`config.mk`:
```
export PLATFORM = sky130hd
export DESIGN_NAME = axi_wslave
export DESIGN_NICKNAME = d
export VERILOG_FILES = /design/src/source/axi_wslave_pkg.sv /design/src/source/axi_wslave.sv /design/src/source/tx_sync.sv /design/src/source/wslave_b_tx_sync.sv /design/src/source/wslave_req_accept.sv
export VERILOG_INCLUDE_DIRS = /design/src /design/src/source
export SDC_FILE = /design/constraint.sdc
export NUM_CORES = 1
export LEC_CHECK = 0
export BUFFER_PORTS_ARGS = -buffer_cell sky130_fd_sc_hd__clkbuf_2
export CORE_ASPECT_RATIO = 0.5
export CORE_MARGIN = 2
export CORE_UTILIZATION = 45
export CTS_CLUSTER_DIAMETER = 150
export DETAILED_ROUTE_END_ITERATION = 12
export HOLD_SLACK_MARGIN = 0.06
export PLACE_DENSITY_LB_ADDON = 0.3
export SLEW_MARGIN = 20
export SYNTH_ARGS = -nofsm -noshare
export SYNTH_HDL_FRONTEND = slang
export SYNTH_SLANG_ARGS = --single-unit
```
`constraint.sdc`:
```
create_clock -name hqm_gated_clk -period 3.5 [get_ports hqm_gated_clk]
set_input_delay 0.35 -clock hqm_gated_clk [delete_from_list [all_inputs] [get_ports hqm_gated_clk]]
set_output_delay 0.35 -clock hqm_gated_clk [all_outputs]
set_load 0.02 [all_outputs]
```
`src/source/axi_wslave_macros.svh`:
```
// widths only; every module takes its sizes from here, so changing one value resizes the whole design
`ifndef AXI_WSLAVE_MACROS_SVH
`define AXI_WSLAVE_MACROS_SVH

// --------------------------------------------------
// bus field widths
// --------------------------------------------------

// transaction id carried on AW and returned on B
`define AXI_WSLAVE_ID_W 6

// user bits, shared by the AW side and the B side
`define AXI_WSLAVE_USER_W 6

// single-beat write address and data
`define AXI_WSLAVE_ADDR_W 32
`define AXI_WSLAVE_DATA_W 32

// --------------------------------------------------
// response path widths
// --------------------------------------------------

// packed B entry is id, two-bit response code and user, 14 bits
`define AXI_WSLAVE_B_W (`AXI_WSLAVE_ID_W + 2 + `AXI_WSLAVE_USER_W)

// outstanding counter wraps above 7 writes in flight
`define AXI_WSLAVE_OUTS_W 3
`define AXI_WSLAVE_STATUS_W 7

`endif

```
`src/source/axi_wslave_pkg.sv`:
```
// types shared by the write slave and its testbench; the response code follows the AXI encoding
`default_nettype none

package axi_wslave_pkg;

  // --------------------------------------------------
  // B channel response code
  // --------------------------------------------------

  // values match the bresp encoding of the bus
  typedef enum logic [1:0] {
    resp_okay   = 2'b00,
    resp_exokay = 2'b01,
    resp_slverr = 2'b10,
    resp_decerr = 2'b11
  } resp_e;

  // --------------------------------------------------
  // producer FSM
  // --------------------------------------------------

  // collect waits for both AW and W to be held
  // issue presents the joined request to the core
  typedef enum logic {
    req_collect = 1'b0,
    req_issue   = 1'b1
  } req_state_e;

endpackage

`default_nettype wire

```
`src/source/axi_wslave.sv`:
```
// single-beat write slave top; the core is external and answers writes in order through core_b*
`timescale 1ns/1ps
`include "axi_wslave_macros.svh"
`default_nettype none

module axi_wslave
  import axi_wslave_pkg::*;
(
  input  logic                            hqm_gated_clk,
  input  logic                            rst,
  // AW and W channels
  input  logic                            awvalid,
  output logic                            awready,
  input  logic [`AXI_WSLAVE_ADDR_W-1:0]   awaddr,
  input  logic [`AXI_WSLAVE_ID_W-1:0]     awid,
  input  logic [`AXI_WSLAVE_USER_W-1:0]   awuser,
  input  logic                            wvalid,
  output logic                            wready,
  input  logic [`AXI_WSLAVE_DATA_W-1:0]   wdata,
  // core request
  output logic                            core_req_valid,
  input  logic                            core_req_ready,
  output logic [`AXI_WSLAVE_ADDR_W-1:0]   core_req_addr,
  output logic [`AXI_WSLAVE_DATA_W-1:0]   core_req_data,
  output logic [`AXI_WSLAVE_ID_W-1:0]     core_req_id,
  output logic [`AXI_WSLAVE_USER_W-1:0]   core_req_user,
  // core response
  input  logic                            core_bvalid,
  output logic                            core_bready,
  input  logic [`AXI_WSLAVE_ID_W-1:0]     core_bid,
  input  resp_e                           core_bresp,
  input  logic [`AXI_WSLAVE_USER_W-1:0]   core_buser,
  // B channel
  output logic                            bvalid,
  input  logic                            bready,
  output logic [`AXI_WSLAVE_ID_W-1:0]     bid,
  output resp_e                           bresp,
  output logic [`AXI_WSLAVE_USER_W-1:0]   buser,
  // control
  input  logic                            rst_prep,
  output logic                            idle,
  output logic [`AXI_WSLAVE_STATUS_W-1:0] status
);

  logic req_issued;

  // --------------------------------------------------
  // request side
  // --------------------------------------------------

  wslave_req_accept req_accept_i (
    .hqm_gated_clk  (hqm_gated_clk),
    .rst            (rst),
    .awvalid        (awvalid),
    .awready        (awready),
    .awaddr         (awaddr),
    .awid           (awid),
    .awuser         (awuser),
    .wvalid         (wvalid),
    .wready         (wready),
    .wdata          (wdata),
    .core_req_valid (core_req_valid),
    .core_req_ready (core_req_ready),
    .core_req_addr  (core_req_addr),
    .core_req_data  (core_req_data),
    .core_req_id    (core_req_id),
    .core_req_user  (core_req_user)
  );

  // a request handed to the core is one more write waiting for its response
  assign req_issued = core_req_valid && core_req_ready;

  // --------------------------------------------------
  // response side
  // --------------------------------------------------

  wslave_b_tx_sync b_tx_sync_i (
    .hqm_gated_clk (hqm_gated_clk),
    .rst           (rst),
    .rst_prep      (rst_prep),
    .req_issued    (req_issued),
    .core_bvalid   (core_bvalid),
    .core_bready   (core_bready),
    .core_bid      (core_bid),
    .core_bresp    (core_bresp),
    .core_buser    (core_buser),
    .bvalid        (bvalid),
    .bready        (bready),
    .bid           (bid),
    .bresp         (bresp),
    .buser         (buser),
    .idle          (idle),
    .status        (status)
  );

endmodule

`default_nettype wire

```
`src/source/tx_sync.sv`:
```
// two-entry buffer of fixed B entry width; rst_prep blocks new entries but never the drain
`timescale 1ns/1ps
`include "axi_wslave_macros.svh"
`default_nettype none

module tx_sync (
  input  logic                       hqm_gated_clk,
  input  logic                       rst,
  input  logic                       rst_prep,
  // write side
  input  logic                       in_valid,
  output logic                       in_ready,
  input  logic [`AXI_WSLAVE_B_W-1:0] in_data,
  // read side
  output logic                       out_valid,
  input  logic                       out_ready,
  output logic [`AXI_WSLAVE_B_W-1:0] out_data,
  // observation
  output logic                       idle,
  output logic [3:0]                 status
);

  logic [`AXI_WSLAVE_B_W-1:0] mem [2];
  logic                       wr_ptr;
  logic                       rd_ptr;
  logic [1:0]                 count;
  logic                       full;
  logic                       push;
  logic                       pop;

  // --------------------------------------------------
  // handshakes
  // --------------------------------------------------

  assign full = (count == 2'd2);

  // while a reset is being prepared nothing new may enter
  assign in_ready = !full && !rst_prep;
  assign push     = in_valid && in_ready;

  // valid comes straight from the registered count, so an entry written
  // on an edge is visible on the next cycle
  assign out_valid = (count != 2'd0);
  assign pop       = out_valid && out_ready;
  assign out_data  = mem[rd_ptr];

  // --------------------------------------------------
  // pointers and occupancy
  // --------------------------------------------------

  always_ff @(posedge hqm_gated_clk) begin
    if (rst) begin
      wr_ptr <= 1'b0;
      rd_ptr <= 1'b0;
      count  <= 2'd0;
    end else begin
      if (push) wr_ptr <= !wr_ptr;
      if (pop) rd_ptr <= !rd_ptr;
      // a push and a pop on the same edge leave the count as it is
      case ({push, pop})
        2'b10:   count <= count + 2'd1;
        2'b01:   count <= count - 2'd1;
        default: count <= count;
      endcase
    end
  end

  // storage, written at the write pointer only
  always_ff @(posedge hqm_gated_clk) begin
    if (push) begin
      mem[wr_ptr] <= in_data;
    end
  end

  // --------------------------------------------------
  // observation
  // --------------------------------------------------

  assign idle = (count == 2'd0);

  // bit 3 blocked by rst_prep, bit 2 full, bits 1:0 occupancy
  assign status = {rst_prep, full, count};

endmodule

`default_nettype wire

```
`src/source/wslave_b_tx_sync.sv`:
```
// counts at most 7 writes in flight; an unexpected response is flagged and still forwarded
`timescale 1ns/1ps
`include "axi_wslave_macros.svh"
`default_nettype none

module wslave_b_tx_sync
  import axi_wslave_pkg::*;
(
  input  logic                            hqm_gated_clk,
  input  logic                            rst,
  input  logic                            rst_prep,
  input  logic                            req_issued,
  // response from the core
  input  logic                            core_bvalid,
  output logic                            core_bready,
  input  logic [`AXI_WSLAVE_ID_W-1:0]     core_bid,
  input  resp_e                           core_bresp,
  input  logic [`AXI_WSLAVE_USER_W-1:0]   core_buser,
  // B channel
  output logic                            bvalid,
  input  logic                            bready,
  output logic [`AXI_WSLAVE_ID_W-1:0]     bid,
  output resp_e                           bresp,
  output logic [`AXI_WSLAVE_USER_W-1:0]   buser,
  output logic                            idle,
  output logic [`AXI_WSLAVE_STATUS_W-1:0] status
);

  logic [`AXI_WSLAVE_B_W-1:0]    buf_in_data;
  logic [`AXI_WSLAVE_B_W-1:0]    buf_out_data;
  logic                          buf_idle;
  logic [3:0]                    buf_status;
  logic                          core_push;
  logic                          b_pop;
  logic                          unexp;
  logic                          unexp_flag;
  logic [`AXI_WSLAVE_OUTS_W-1:0] pend_cnt;
  logic [`AXI_WSLAVE_OUTS_W-1:0] outs_cnt;

  // --------------------------------------------------
  // buffer and packing
  // --------------------------------------------------

  // the entry is laid out as id, then code, then user
  assign buf_in_data = {core_bid, core_bresp, core_buser};

  tx_sync b_sync_i (
    .hqm_gated_clk (hqm_gated_clk),
    .rst           (rst),
    .rst_prep      (rst_prep),
    .in_valid      (core_bvalid),
    .in_ready      (core_bready),
    .in_data       (buf_in_data),
    .out_valid     (bvalid),
    .out_ready     (bready),
    .out_data      (buf_out_data),
    .idle          (buf_idle),
    .status        (buf_status)
  );

  assign bid   = buf_out_data[`AXI_WSLAVE_B_W-1 -: `AXI_WSLAVE_ID_W];
  assign bresp = resp_e'(buf_out_data[`AXI_WSLAVE_USER_W +: 2]);
  assign buser = buf_out_data[`AXI_WSLAVE_USER_W-1:0];

  // --------------------------------------------------
  // outstanding tracking
  // --------------------------------------------------

  assign core_push = core_bvalid && core_bready;
  assign b_pop     = bvalid && bready;

  // pend_cnt holds writes issued but not yet answered by the core
  assign unexp = core_push && (pend_cnt == '0);

  always_ff @(posedge hqm_gated_clk) begin
    if (rst) begin
      pend_cnt   <= '0;
      outs_cnt   <= '0;
      unexp_flag <= 1'b0;
    end else begin
      // a response with nothing pending leaves pend_cnt at zero
      pend_cnt <= pend_cnt + {2'b00, req_issued} - {2'b00, core_push && !unexp};
      // an unexpected entry is counted too, since it still leaves on B
      outs_cnt <= outs_cnt + {2'b00, req_issued} + {2'b00, unexp} - {2'b00, b_pop};
      // sticky until the next reset
      if (unexp) unexp_flag <= 1'b1;
    end
  end

  assign idle   = buf_idle && (outs_cnt == '0);
  assign status = {outs_cnt[1:0], unexp_flag, buf_status};

endmodule

`default_nettype wire

```
`src/source/wslave_req_accept.sv`:
```
// single-beat writes only; no strobes, no wlast, at most one request every two cycles
`timescale 1ns/1ps
`include "axi_wslave_macros.svh"
`default_nettype none

module wslave_req_accept
  import axi_wslave_pkg::*;
(
  input  logic                          hqm_gated_clk,
  input  logic                          rst,
  // AW channel
  input  logic                          awvalid,
  output logic                          awready,
  input  logic [`AXI_WSLAVE_ADDR_W-1:0] awaddr,
  input  logic [`AXI_WSLAVE_ID_W-1:0]   awid,
  input  logic [`AXI_WSLAVE_USER_W-1:0] awuser,
  // W channel
  input  logic                          wvalid,
  output logic                          wready,
  input  logic [`AXI_WSLAVE_DATA_W-1:0] wdata,
  // joined request towards the core
  output logic                          core_req_valid,
  input  logic                          core_req_ready,
  output logic [`AXI_WSLAVE_ADDR_W-1:0] core_req_addr,
  output logic [`AXI_WSLAVE_DATA_W-1:0] core_req_data,
  output logic [`AXI_WSLAVE_ID_W-1:0]   core_req_id,
  output logic [`AXI_WSLAVE_USER_W-1:0] core_req_user
);

  req_state_e                    state;
  req_state_e                    state_nxt;
  logic                          aw_full;
  logic                          w_full;
  logic                          aw_take;
  logic                          w_take;
  logic                          req_done;
  logic [`AXI_WSLAVE_ADDR_W-1:0] addr_q;
  logic [`AXI_WSLAVE_DATA_W-1:0] data_q;
  logic [`AXI_WSLAVE_ID_W-1:0]   id_q;
  logic [`AXI_WSLAVE_USER_W-1:0] user_q;

  // each channel is open while its own hold register is empty
  assign awready = !aw_full;
  assign wready  = !w_full;
  assign aw_take = awvalid && awready;
  assign w_take  = wvalid && wready;

  assign core_req_valid = (state == req_issue);
  assign req_done       = core_req_valid && core_req_ready;

  // --------------------------------------------------
  // FSM
  // --------------------------------------------------

  // the move to issue happens on the edge of the later capture, so that
  // core_req_valid is up on the very next cycle
  always_comb begin
    state_nxt = state;
    case (state)
      req_collect: begin
        if ((aw_full || aw_take) && (w_full || w_take)) begin
          state_nxt = req_issue;
        end
      end
      req_issue: begin
        if (core_req_ready) begin
          state_nxt = req_collect;
        end
      end
      default: state_nxt = req_collect;
    endcase
  end

  // full flags are set by a capture and both drop together on acceptance
  always_ff @(posedge hqm_gated_clk) begin
    if (rst) begin
      state   <= req_collect;
      aw_full <= 1'b0;
      w_full  <= 1'b0;
    end else begin
      state <= state_nxt;
      if (req_done) begin
        aw_full <= 1'b0;
        w_full  <= 1'b0;
      end else begin
        if (aw_take) aw_full <= 1'b1;
        if (w_take) w_full <= 1'b1;
      end
    end
  end

  // --------------------------------------------------
  // hold registers
  // --------------------------------------------------

  // payload only, qualified by the full flags above
  always_ff @(posedge hqm_gated_clk) begin
    if (aw_take) begin
      addr_q <= awaddr;
      id_q   <= awid;
      user_q <= awuser;
    end
    if (w_take) begin
      data_q <= wdata;
    end
  end

  assign core_req_addr = addr_q;
  assign core_req_data = data_q;
  assign core_req_id   = id_q;
  assign core_req_user = user_q;

endmodule

`default_nettype wire

```
## Word-level counts from Yosys, hierarchy flattened

Memory sizes are Yosys's and may differ from the RTL's. A register that Yosys moved wholly into a read port is not among the register bits.
Index checks and enable logic that the tools add are counted.

- Flip-flop bits (word level): 90
- Latch bits: 0
- RAM bits: 28
- ROM bits: 0
- Word-level logic and storage cells: 58
- Memories: 1

Memories:

| memory | depth | bits a word | read ports | clocked after memory_dff | wr ports | RTL line | RTL |
|---|---|---|---|---|---|---|---|
| b_tx_sync_i.b_sync_i.mem | 2 | 14 | 1 | 1 | 1 | tx_sync.sv:23 | `` logic [`AXI_WSLAVE_B_W-1:0] mem [2]; `` |

- $add $sub $neg: 7
- $mul: 0
- Div/mod/pow operators: 0
- Order comparisons: 0
- Equal/unequal tests: 3
- Shifts and indexed selects: 0
- Mux-type cells: 8
- Bitwise gates (word level): 1
- Reduce and logical (&&, ||, !) cells: 25

Operator list:

| kind | number |
|---|---|
| $logic_and A1 B1 Y1 | 10 |
| $add A3 B1 Y3 | 3 |
| $logic_not A1 Y1 | 7 |
| $logic_not A3 Y1 | 2 |
| $mux W1 | 6 |
| $sub A3 B1 Y3 | 2 |
| $eq A2 B2 Y1 const B | 2 |
| $pmux W2 S2 | 1 |
| $reduce_bool A2 Y1 | 2 |
| $add A2 B1 Y2 const B | 1 |
| $eq A2 B1 Y1 const B | 1 |
| $logic_not A2 Y1 | 1 |
| $logic_or A1 B1 Y1 | 2 |
| $pmux W1 S2 | 1 |
| $reduce_or A2 Y1 | 1 |
| $sub A2 B1 Y2 const B | 1 |
| $not A1 Y1 | 1 |

## Longest topological paths before layout

Gate-level depths: netlist of the first run.

- Depth in word-level cells: 8
- Depth in mapped cells: 10
- Mapped depth without buffers: 10

## Modules after synthesis

A second synthesis of the first run with hierarchy kept.

- Cells, all modules: 203
- Area total of the unflattened synthesis: 4083.9 sq um

Modules (own cells, without submodules):

| module | times used | cells each | area an instance (sq um) | seq. area each (sq um) |
|---|---|---|---|---|
| wslave_req_accept | 1 | 90 | 2404.8 | 2342.2 |
| tx_sync | 1 | 72 | 1248.7 | 940.9 |
| wslave_b_tx_sync | 1 | 40 | 424.2 | 140.1 |
| axi_wslave | 1 | 1 | 6.3 | 0.0 |

## Least setup slack after synthesis of the first run

OpenSTA, ideal clock, no wires.

- Path kind: input -> register
- Start point: input port awvalid
- End point: register req_accept_i.addr_q[0] (netlist: req_accept_i.core_req_addr[0]) (enable)
- Library setup time: 0.451 ns
- Data arrival time: 2.310 ns
- Setup slack: 0.739 ns
- Cell stages on the path: 1
- Cell sequence: nor2b_1

- Longest elaborated chain between the ends: 1

Ends and longest elaborated chain:

| item | RTL line | RTL |
|---|---|---|
| start: declaration | axi_wslave.sv:12 | `input logic awvalid,` |
| $logic_and A1 B1 Y1 | wslave_req_accept.sv:45 | `assign aw_take = awvalid && awready;` |
| end signal: assignment | wslave_req_accept.sv:99 | `addr_q <= awaddr;` |
| end: declaration | wslave_req_accept.sv:37 | `` logic [`AXI_WSLAVE_ADDR_W-1:0] addr_q; `` |

No other way between the ends.
A chain may end at the register's enable or synchronous reset.

## Worst setup path in the final report of the first run

- Start point: register b_tx_sync_i.pend_cnt[1]
- End point: register b_tx_sync_i.outs_cnt[2]

- Longest elaborated chain between the ends: 4

Ends and longest elaborated chain:

| item | RTL line | RTL |
|---|---|---|
| start: declaration | wslave_b_tx_sync.sv:37 | `` logic [`AXI_WSLAVE_OUTS_W-1:0] pend_cnt; `` |
| start signal: assignment | wslave_b_tx_sync.sv:82 | `pend_cnt <= pend_cnt + {2'b00, req_issued} - {2'b00, core_push && !unexp};` |
| $logic_not A3 Y1 | wslave_b_tx_sync.sv:73 | `assign unexp = core_push && (pend_cnt == '0);` |
| $logic_and A1 B1 Y1 | wslave_b_tx_sync.sv:73 |  |
| $add A3 B1 Y3 | wslave_b_tx_sync.sv:84 | `outs_cnt <= outs_cnt + {2'b00, req_issued} + {2'b00, unexp} - {2'b00, b_pop};` |
| $sub A3 B1 Y3 | wslave_b_tx_sync.sv:84 |  |
| end signal: assignment | wslave_b_tx_sync.sv:84 |  |
| end: declaration | wslave_b_tx_sync.sv:38 | `` logic [`AXI_WSLAVE_OUTS_W-1:0] outs_cnt; `` |

No other way between the ends.

==> reports/qor.yml, run 1 <==
critical_path:
  crit_type: "reg2reg"
  crit_fanout: 3
  crit_start: "b_tx_sync_i.pend_cnt[1]$_SDFF_PP0_"
  cp-start-kind: "flip-flop"
  endpoint_kind: "flip-flop"
  cp.required_ps: 3780
  arrival_ps: 2600
  crit-reg2reg-launch: "b_tx_sync_i.pend_cnt[1]$_SDFF_PP0_"
yosys:
  ys_warn_count: 0
  ys_seq_elements: 119
  ys.flop_type: "edfxtp_1"
  synth_nets: 309
  yosysSeqAreaShare_pct: 84.8
  async_flop_share_pct: 0
  synth_edf_count: 104
  post_synth_instance_area_um2: 4040
  netlist_instances: 204
  syn_area_per_cell_um2: 19.8
  yosysUniqueCellTypes: 24
pwr:
  seq_power_share_pct: 41.4
  leakage_nw: 2.51
  cellPowerDensity_nw_per_um2: 736
  total_power_mw: 4.27
  clkPwrFrac_pct: 42.3
  power_frac_comb_pct: 16.3
  ir_drop_mv: 0.441
  p_sw_mw: 1.11
  netSwitchingFraction_pct: 25.9
  intPower_mw: 3.17
cells_and_area:
  drive_gt1_share_pct: 58.7
  layout.cell_area.non_filler_um2: 5810
  nNetsFinal: 523
  area_growth_pct: 43.9
  antenna_cells: 0
  fin_util_pct: 66.7
  instances_no_fill: 548
  fillers: 650
detailed_routing:
  routed-via-count: 2485
  routed_wirelength_um: 8370
  via_per_inst: 4.53
  wl_per_cell_um: 15.3
  post-route-drc-count: 0
  dr.pass1.iters: 4
  drt-initial-drc-count: 74
  ant_nets: 0
clock_tree:
  hold_buffers: 0
  cts.reportedPaths.clkPinSlew_ps: 60
  cts_tree: "yes"
  htree_levels: 4
  numCtsBuffers: 17
  clk_latency_ps: 400
  cts_sinks: 119
  clockBufferDepth: 2
  cts_resized: 0
  clockRootBuffer: "clkbuf_16"
  cts_setup_buffers: 0
flow_run:
  maxCapViolCount: 0
timing:
  hold_slack_ps: 118
  fin_crit_sh_pct: 66.3
  drv_slew: 0
  setup_viol: 0
  fmaxAchievable_ghz: 0.431
  finalHoldViolCount: 0
  relSlewSlack_pct: 51.9
  rsz0062_at_grt: "false"
  fin_skew_ps: 7.62
  fin_tns_setup_ps: 0
  worst_slack_ps: 1180
  period_needed_ps: 2320
  worstMarginPinSlew_ps: 721
floorplanning:
  die_area_um2: 9790
  ios: 201
  die_h_um: 71.0
  fp-row-count: 24
  start_util_pct: 46.3
  fp.coreArea_um2: 8710
  die_x_um: 138
global_routing:
  use_met3_pct: 6.74
  grt_first_pass_wirelength_um: 12700
  grt_pass1_vias: 2660
  busiest_layer: "met2"
  overflow: 0
  met1_usage_pct: 18.2
  grt_max_degree: 45
  use_met2_pct: 32.0
  grt.total_usage_pct: 18.0
  antenna_found_initial: 0
min_path:
  hold_start: "awaddr[8]"
  hold_path.class: "in2reg"
placement:
  placed_cell_area_um2: 5150
  place.gp.congestion: 0.773
  post-dp-hpwl_um: 6370
  pre_cts_ws_ps: 1150
  place_inst: 515
  port_buffers: 200
status:
  status: "complete, no violations"
kinds of logic after synthesis:
logic type               Yosys count  synth area share, %
AO/OA/AOI/OAI                      6                0.837
XOR/XNOR                           7                 1.52
buffers and inverters             19                 2.26
adder cells (fa/ha/maj)            7                 2.73
AND/OR/NAND/NOR                   31                 3.63
flip-flops                       119                 84.8
multiplexers                      15                 4.19
worst paths after layout:
kind / endpoint / slack, ps / depth (start not counted)
worst max-delay path: b_tx_sync_i.outs_cnt[2]$_SDFF_PP0_ / 1180 / 9
worst min register to register: b_tx_sync_i.unexp_flag$_SDFFE_PP0N_ / 460 / 2
worst max register to register: b_tx_sync_i.outs_cnt[2]$_SDFF_PP0_ / 1180 / 9
worst min-delay path: req_accept_i.core_req_addr[8]$_DFFE_PP_ / 120 / 1
layout by cell type (no fill, tap or decap), types with 2 or more instances in the layout:
master      instances
a21oi_1             3
bufinv_16           4
clkbuf_16          17
clkbuf_2          200
clkinv_4            5
clkinvlp_4          3
dfxtp_1            15
edfxtp_1          104
fa_1                3
ha_1                4
inv_1              12
mux2_2             15
nand2_1             2
nand2b_1            2
nor2_1             14
nor2_2              2
nor2b_1             4
xnor2_1             5
xor2_1              2
final cells by class:
class                      instances  area, µm²  share of cell area (%)
clock buffer                      17        425                    7.32
inverter                          12       45.0                   0.776
timing repair buffer             202       1030                    17.7
multi-input combinational         66        536                    9.22
tap                              117        146                    2.52
clock inverter                    15        204                    3.51
sequential                       119       3420                    58.9
synthesized netlist by cell type, types with 2 or more instances:
master	instances	area share [%]
xnor2_1	5	1.1
nor2b_1	6	0.93
buf_4	5	0.93
edfxtp_1	104	77
xor2_1	2	0.43
a21oi_1	3	0.37
inv_1	12	1.1
ha_1	4	1.2
dfxtp_1	15	7.4
fa_1	3	1.5
mux2_2	15	4.2
nor2_1	16	1.5
nand2_1	2	0.19
nand2b_1	2	0.31
registers in the layout, summed over array words and instances (netlist names), named ones only:
| register | flops |
|---|---|
| req_accept_i.w_full | 1 |
| b_tx_sync_i.pend_cnt | 3 |
| b_tx_sync_i.unexp_flag | 1 |
| req_accept_i.aw_full | 1 |
| b_tx_sync_i.b_sync_i.mem | 28 |
| b_tx_sync_i.b_sync_i.wr_ptr | 1 |
| req_accept_i.core_req_id | 6 |
| req_accept_i.core_req_data | 32 |
| b_tx_sync_i.outs_cnt | 3 |
| req_accept_i.core_req_user | 6 |
| req_accept_i.core_req_addr | 32 |
| b_tx_sync_i.b_sync_i.count | 2 |
| b_tx_sync_i.b_sync_i.rd_ptr | 1 |
| req_accept_i.core_req_valid | 1 |
routing by layer:
metal / wire length [µm] / vias up
met5: 0 / -
met4: 167 / 0
met3: 629 / 15
met2: 4540 / 94
met1: 3030 / 1199
li1: - / 1177
critical path, stage by stage, from the launching register on:
cell and delay (ps):
dfxtp_1 340, nor3_1 250, nand3_1 140, ha_1 290, inv_1 40, fa_1 380
fa_1 410, xnor2_1 170, xnor2_1 130, nor2_1 50
power groups by stage:
stage / registers (mW) / logic [mW] / clock network, mW
after floorplan: 1.85 / 0.402 / 0
after global placement: 1.79 / 0.678 / 0
after detailed placement: 1.80 / 0.699 / 0
after CTS: 1.77 / 0.703 / 1.84
after global routing: 1.79 / 0.765 / 1.90
final: 1.77 / 0.696 / 1.81
Note: power is estimated with default switching activity, not from simulation.
==> run 2: changes to the inputs <==
--- a/config.mk
+++ b/config.mk
@@ -9,7 +9,7 @@
 export BUFFER_PORTS_ARGS = -buffer_cell sky130_fd_sc_hd__clkbuf_2
 export CORE_ASPECT_RATIO = 0.5
 export CORE_MARGIN = 2
-export CORE_UTILIZATION = 45
+export CORE_UTILIZATION = 41
 export CTS_CLUSTER_DIAMETER = 150
 export DETAILED_ROUTE_END_ITERATION = 12
 export HOLD_SLACK_MARGIN = 0.06
==> constraint.sdc (replaced) <==
create_clock -name hqm_gated_clk -period 2.1 [get_ports hqm_gated_clk]
set_input_delay 0.21 -clock hqm_gated_clk [delete_from_list [all_inputs] [get_ports hqm_gated_clk]]
set_output_delay 0.21 -clock hqm_gated_clk [all_outputs]
set_load 0.02 [all_outputs]
==> reports/qor.yml, run 2 (synthesis results as in run 1) <==
floorplanning:
  fp-row-count: 25  # was 24
  die_area_um2: 10700  # was 9790 µm²
  fp.coreArea_um2: 9510  # was 8710 µm²
  ios: 201  # unchanged
  die_x_um: 144  # was 138 µm
  start_util_pct: 42.4  # was 46.3%
  die_h_um: 74.2  # was 71.0 µm
clock_tree:
  cts.reportedPaths.clkPinSlew_ps: 60  # about the same
  clk_latency_ps: 400  # about the same
  cts_tree: "yes"  # unchanged
  cts_sinks: 119  # unchanged
  clockBufferDepth: 2  # unchanged
  clockRootBuffer: "clkbuf_16"  # unchanged
  numCtsBuffers: 17  # unchanged
  htree_levels: 4  # unchanged
critical_path:
  crit_path_max_incr_delay_ps: 360  # was 410 ps
  cp-endpoint: "b_tx_sync_i.outs_cnt[2]$_SDFF_PP0_"  # unchanged
  crit_fanout: 2  # was 3
  crit_slowest_cell: "fa_2"  # was fa_1
  crit_path_frequent_cell: "fa_2"
  ff2ff_path_depth: 9  # unchanged
  arrival_ps: 2420  # was 2600 ps
  worst-path-buf-inv: 1  # unchanged
  cp_cell_sequence: "nor3_4 -> nand3_2 -> ha_1 -> inv_1 -> fa_2 -> fa_2 -> xnor2_2 -> xnor2_1 -> nor2_1"  # was nor3_1 -> nand3_1 -> ha_1 -> inv_1 -> fa_1 -> fa_1 -> xnor2_1 -> xnor2_1 -> nor2_1
  critical_path_depth: 9  # unchanged
  crit_type: "reg2reg"  # unchanged
  crit_start: "b_tx_sync_i.pend_cnt[0]$_SDFF_PP0_"  # was b_tx_sync_i.pend_cnt[1]$_SDFF_PP0_
  crit-reg2reg-launch: "b_tx_sync_i.pend_cnt[0]$_SDFF_PP0_"  # was b_tx_sync_i.pend_cnt[1]$_SDFF_PP0_
  cp-start-kind: "flip-flop"  # unchanged
  endpoint_kind: "flip-flop"  # unchanged
  cp.required_ps: 2380  # was 3780 ps
  reg2reg_to: "b_tx_sync_i.outs_cnt[2]$_SDFF_PP0_"  # unchanged
  critPathTopFamily: "adder cells"  # unchanged
  r2r_slack_ps: -30  # was 1180 ps
timing:
  rsz0062_at_grt: "true"  # was false
  worst_slack_ps: -34.9  # was 1180 ps
  fmaxAchievable_ghz: 0.468  # was 0.431 GHz
  hold_slack_ps: 171  # was 118 ps
  setup_viol: 1  # was 0
  worstMarginPinSlew_ps: 541  # was 721 ps
  relSlewSlack_pct: 63.9  # was 51.9%
  fin_skew_ps: 8.77  # was 7.62 ps
  finalHoldViolCount: 0  # unchanged
  period_needed_ps: 2130  # was 2320 ps
  fin_crit_sh_pct: 102  # was 66.3%
  drv_slew: 0  # unchanged
  fin_tns_setup_ps: -34.9  # was 0 ps
status:
  violations: "negative setup slack"
  status: "complete, but fails checks"  # was complete, no violations
global_routing:
  grt_first_pass_wirelength_um: 14600  # was 12,700 µm
  grt_pass1_vias: 2979  # was 2,660
  antenna_found_initial: 0  # unchanged
  grt_max_degree: 45  # unchanged
  grt.total_usage_pct: 18.8  # was 18.0%
  overflow: 0  # unchanged
placement:
  place_inst: 542  # was 515
  post-dp-hpwl_um: 5960  # was 6370 µm
  placed_cell_area_um2: 5270  # was 5150 µm²
  port_buffers: 200  # unchanged
  place.gp.congestion: 0.673  # was 0.773
cells_and_area:
  regArea_um2: 3430  # was 3420 µm²
  nNetsFinal: 635  # was 523
  instances_no_fill: 678  # was 548
  antenna_cells: 0  # unchanged
  drive_gt1_share_pct: 51.9  # was 58.7%
  layout.cell_area.non_filler_um2: 6890  # was 5810 µm²
  fin_util_pct: 72.5  # was 66.7%
  fillers: 645  # was 650
  multi_input_area_um2: 571  # was 536 µm²
  final_common_cell: "clkbuf_2"  # unchanged
  final_cell_mix: "clkbuf_2 (200), edfxtp_1 (104), dlygate4sd3_1 (92), clkbuf_16 (17), nor2_1 (16)"  # was clkbuf_2 (200), edfxtp_1 (104), clkbuf_16 (17), mux2_2 (15), dfxtp_1 (15)
  area_growth_pct: 70.8  # was 43.9%
detailed_routing:
  drt-initial-drc-count: 109  # was 74
  via_per_inst: 4.31  # was 4.53
  wl_per_cell_um: 14.6  # was 15.3 µm
  ant_nets: 0  # unchanged
  dr.pass1.iters: 4  # unchanged
  post-route-drc-count: 0  # unchanged
  routed-via-count: 2921  # was 2,485
  routed_wirelength_um: 9890  # was 8370 µm
flow_run:
  maxCapViolCount: 0  # unchanged
pwr:
  ir_drop_mv: 0.709  # was 0.441 mV
  cellPowerDensity_nw_per_um2: 1040  # was 736 nW/µm²
  leakage_nw: 2.99  # was 2.51 nW
min_path:
  hold_path.class: "in2reg"  # unchanged
[run 2: changes by cell type in the layout (fill, tap and decap cells not counted), moves of 4 or more]
cell | previous run | this run
dlygate4sd3_1 | 0 | 92
buf_4 | 1 | 13
buf_6 | 0 | 9
dfxtp_1 | 15 | 11
[run 2: stage by stage]
stage	setup WS, ps	total power, mW
after global routing	-166	7.51
final	-34.9	7.19
after CTS	-38.5	7.16
after detailed placement	-43.2	4.26
after floorplan	43.9	3.81
after global placement	-18.3	4.23
[run 2: power breakdown]
| part | switching [mW] | internal [mW] | total [mW] |
|---|---|---|---|
| Combinational | 0.812 | 0.773 | 1.58 |
| Clock | 1.06 | 1.63 | 2.68 |
| Sequential | 0.105 | 2.82 | 2.92 |
| Total | 1.97 | 5.22 | 7.19 |
[run 2: layout make-up]
type	instances	share of cell area [%]
Tap cell	135	2.45
Multi-Input combinational cell	66	8.28
Inverter	12	0.654
Sequential cell	119	49.8
Clock inverter	15	1.89
Timing Repair Buffer	314	30.8
Clock buffer	17	6.17
[run 2: worst min path at each step]
stage | to | slack (ps) | cells past startpoint | startpoint
global placement | req_accept_i.core_req_data[18]$_DFFE_PP_ | 390 | 1 | wdata[18]
finish | b_tx_sync_i.unexp_flag$_SDFFE_PP0N_ | 170 | 2 | rst
detailed placement | req_accept_i.core_req_data[19]$_DFFE_PP_ | 390 | 1 | wdata[19]
CTS | b_tx_sync_i.pend_cnt[1]$_SDFF_PP0_ | 160 | 2 | rst
global route | b_tx_sync_i.unexp_flag$_SDFFE_PP0N_ | 200 | 2 | rst
floorplan | b_tx_sync_i.pend_cnt[0]$_SDFF_PP0_ | 280 | 1 | rst
[run 2: worst reg2reg max path, delay by kind of cell (launching register included)]
family / cells / cell delay, ps
buf+inv: 1 / 40
xor+xnor: 2 / 280
simple gates: 3 / 390
fa+ha+maj: 3 / 980
flops: 1 / 340
[run 2: repair_timing]
action | 4_1_cts | 5_1_grt
hold endpoints to repair | 106 | 0
pin swaps | 2 | 4
hold buffers | 92 | 0
buffers inserted | 11 | 1
resized for setup | 1 | 13
endpoints found under the setup margin | 1 | 3
[run 2: layer usage]
layer	wire (µm)	part of all wire (%)	track usage [%]
met1	3560	36	19.0
met3	586	5.9	6.44
met4	198	2.0	9.17
met2	5550	56	35.7
met5	0	0	0
==> run 3: changes to the inputs <==
--- a/config.mk
+++ b/config.mk
@@ -8,12 +8,13 @@
 export LEC_CHECK = 0
 export BUFFER_PORTS_ARGS = -buffer_cell sky130_fd_sc_hd__clkbuf_2
 export CORE_ASPECT_RATIO = 0.5
-export CORE_MARGIN = 2
+export CORE_MARGIN = 4
 export CORE_UTILIZATION = 41
 export CTS_CLUSTER_DIAMETER = 150
 export DETAILED_ROUTE_END_ITERATION = 12
 export HOLD_SLACK_MARGIN = 0.06
 export PLACE_DENSITY_LB_ADDON = 0.3
+export SETUP_SLACK_MARGIN = 0.1
 export SLEW_MARGIN = 20
 export SYNTH_ARGS = -nofsm -noshare
 export SYNTH_HDL_FRONTEND = slang
==> reports/qor.yml, run 3 (synthesis results as in run 1) <==
detailed_routing:
  post-route-drc-count: 0  # unchanged
  routed-via-count: 2810  # was 2,921
  via_per_inst: 4.24  # was 4.31
  drt-initial-drc-count: 88  # was 109
  wl_per_cell_um: 14.5  # was 14.6 µm
  dr.pass1.iters: 4  # unchanged
  routed_wirelength_um: 9580  # was 9890 µm
  ant_nets: 0  # unchanged
critical_path:
  ff2ff_path_depth: 9  # unchanged
  arrival_ps: 2410  # was 2420 ps
  crit_path_max_incr_delay_ps: 360  # about the same
  cp_cell_sequence: "nor3_4 -> nand3_2 -> ha_4 -> inv_2 -> fa_2 -> fa_2 -> xnor2_2 -> xnor2_1 -> nor2_1"  # was nor3_4 -> nand3_2 -> ha_1 -> inv_1 -> fa_2 -> fa_2 -> xnor2_2 -> xnor2_1 -> nor2_1
  reg2reg_to: "b_tx_sync_i.outs_cnt[2]$_SDFF_PP0_"  # unchanged
  critPathTopFamily: "adder cells"  # unchanged
  crit_slowest_cell: "fa_2"  # unchanged
  worst-path-buf-inv: 1  # unchanged
  cp-endpoint: "b_tx_sync_i.outs_cnt[2]$_SDFF_PP0_"  # unchanged
  cp-start-kind: "flip-flop"  # unchanged
  crit_path_frequent_cell: "fa_2"  # unchanged
  crit_type: "reg2reg"  # unchanged
  cp.required_ps: 2370  # was 2380 ps
  critical_path_depth: 9  # unchanged
  endpoint_kind: "flip-flop"  # unchanged
  r2r_slack_ps: -40  # was -30 ps
  crit_start: "b_tx_sync_i.pend_cnt[2]$_SDFF_PP0_"  # was b_tx_sync_i.pend_cnt[0]$_SDFF_PP0_
  crit-reg2reg-launch: "b_tx_sync_i.pend_cnt[2]$_SDFF_PP0_"  # was b_tx_sync_i.pend_cnt[0]$_SDFF_PP0_
  crit_fanout: 2  # unchanged
pwr:
  power_frac_comb_pct: 20.6  # was 22.0%
  seq_power_share_pct: 40.8  # was 40.6%
  cellPowerDensity_nw_per_um2: 1060  # was 1040 nW/µm²
  leakage_nw: 2.92  # was 2.99 nW
  clkPwrFrac_pct: 38.6  # was 37.3%
  netSwitchingFraction_pct: 25.5  # was 27.4%
  intPower_mw: 5.35  # was 5.22 mW
  p_sw_mw: 1.82  # was 1.97 mW
  ir_drop_mv: 0.626  # was 0.709 mV
  total_power_mw: 7.17  # was 7.19 mW
global_routing:
  grt.total_usage_pct: 16.8  # was 18.8%
  use_met2_pct: 33.0  # was 35.7%
  overflow: 0  # unchanged
  use_met3_pct: 6.29  # was 6.44%
  grt_pass1_vias: 3088  # was 2,979
  grt_max_degree: 45  # unchanged
  busiest_layer: "met2"  # unchanged
  grt_first_pass_wirelength_um: 14900  # was 14,600 µm
  met1_usage_pct: 16.1  # was 19.0%
  antenna_found_initial: 0  # unchanged
timing:
  period_needed_ps: 2140  # was 2130 ps
  fin_crit_sh_pct: 102  # about the same
  worst_slack_ps: -40.2  # was -34.9 ps
  relSlewSlack_pct: 64.1  # was 63.9%
  drv_slew: 0  # unchanged
  finalHoldViolCount: 0  # unchanged
  rsz0062_at_grt: "true"  # unchanged
  fin_skew_ps: 6.96  # was 8.77 ps
  setup_viol: 1  # unchanged
  fmaxAchievable_ghz: 0.467  # was 0.468 GHz
  worstMarginPinSlew_ps: 539  # was 541 ps
clock_tree:
  cts_sinks: 119  # unchanged
  clockRootBuffer: "clkbuf_16"  # unchanged
  cts_setup_buffers: 0  # was 11
  cts.reportedPaths.clkPinSlew_ps: 50  # was 60 ps
  htree_levels: 4  # unchanged
  clockBufferDepth: 2  # unchanged
  numCtsBuffers: 17  # unchanged
  clk_latency_ps: 390  # was 400 ps
  cts_tree: "yes"  # unchanged
floorplanning:
  ios: 201  # unchanged
  fp-row-count: 25  # unchanged
  die_x_um: 148  # was 144 µm
  fp.coreArea_um2: 9510  # unchanged
  start_util_pct: 42.4  # unchanged
  die_h_um: 78.2  # was 74.2 µm
  die_area_um2: 11600  # was 10,700 µm²
placement:
  place.gp.congestion: 0.712  # was 0.673
  pre_cts_ws_ps: -42.8  # was -43.2 ps
  port_buffers: 200  # unchanged
  post-dp-hpwl_um: 6220  # was 5960 µm
cells_and_area:
  final_cell_mix: "clkbuf_2 (200), edfxtp_1 (104), dlygate4sd3_1 (91), clkbuf_16 (17), nor2_1 (16)"  # was clkbuf_2 (200), edfxtp_1 (104), dlygate4sd3_1 (92), clkbuf_16 (17), nor2_1 (16)
  antenna_cells: 0  # unchanged
  final_common_cell: "clkbuf_2"  # unchanged
  area_growth_pct: 68.2  # was 70.8%
  nNetsFinal: 622  # was 635
  drive_gt1_share_pct: 50.8  # was 51.9%
flow_run:
  maxCapViolCount: 0  # unchanged
status:
  status: "complete, but fails checks"  # unchanged
  violations: "negative setup slack"  # unchanged
min_path:
  hold_path.class: "in2reg"  # unchanged
[run 3: cell count changes in the layout (fill, tap and decap cells not counted), sizes merged]
cell	before	now
bufinv	1	3
clkbuf	217	219
dlygate4sd3	92	91
clkinv	9	6
inv	15	12
buf	22	10
[run 3: worst min-delay path by stage]
stage,endpoint,cells after the start,start
final,req_accept_i.w_full$_SDFFE_PP0P_,3,wvalid
after CTS,req_accept_i.w_full$_SDFFE_PP0P_,3,wvalid
after floorplan,b_tx_sync_i.pend_cnt[0]$_SDFF_PP0_,1,rst
after global routing,req_accept_i.w_full$_SDFFE_PP0P_,3,wvalid
after detailed placement,req_accept_i.core_req_data[20]$_DFFE_PP_,1,wdata[20]
after global placement,req_accept_i.core_req_data[9]$_DFFE_PP_,1,wdata[9]
[run 3: layout make-up]
cell class	count	area, µm²
inverter	12	45.0
sequential	119	3430
fill	650	2720
clock inverter	11	134
timing repair buffer	301	1990
clock buffer	19	433
multi-input combinational	66	587
tap	135	169
[run 3: what timing repair did]
action                                 in CTS  in global routing
gates resized for setup                     1                  6
endpoints found under the hold margin     105                  0
setup endpoints to repair                   2                  2
hold buffers                               91                  0
[run 3: tightest hold or removal path, delay by kind of cell]
kind / cells / cell delay, ps
simple gates: 2 / 120
buf+inv: 1 / 100
[run 3: routing by layer]
layer	part of all wire, %	wire, µm
met1	35	3310
met4	1.6	151
met3	6.5	624
met5	0	0
met2	57	5490
[run 3: power by group through the flow]
stage | sequential, mW | combinational (mW) | clock [mW]
CTS | 2.92 | 1.45 | 2.83
global route | 2.95 | 1.62 | 2.95
floorplan | 3.10 | 0.702 | 0
detailed placement | 2.96 | 1.30 | 0
finish | 2.92 | 1.48 | 2.77
global placement | 2.95 | 1.29 | 0
[run 3: stage by stage]
step / util, % / instances / setup TNS [ps] / hold WS (ps) / cell area, µm²
after floorplan: - / 204 / 0 / 282 / 4070
after global placement: 55.5 / 542 / -18.3 / 387 / 5270
after detailed placement: 55.5 / 542 / -42.8 / 389 / 5270
after CTS: 71.0 / 663 / -45.6 / 70.3 / 6750
after global routing: 71.4 / 663 / -142 / 91.4 / 6790
final: 71.4 / 663 / -40.2 / 89.6 / 6790
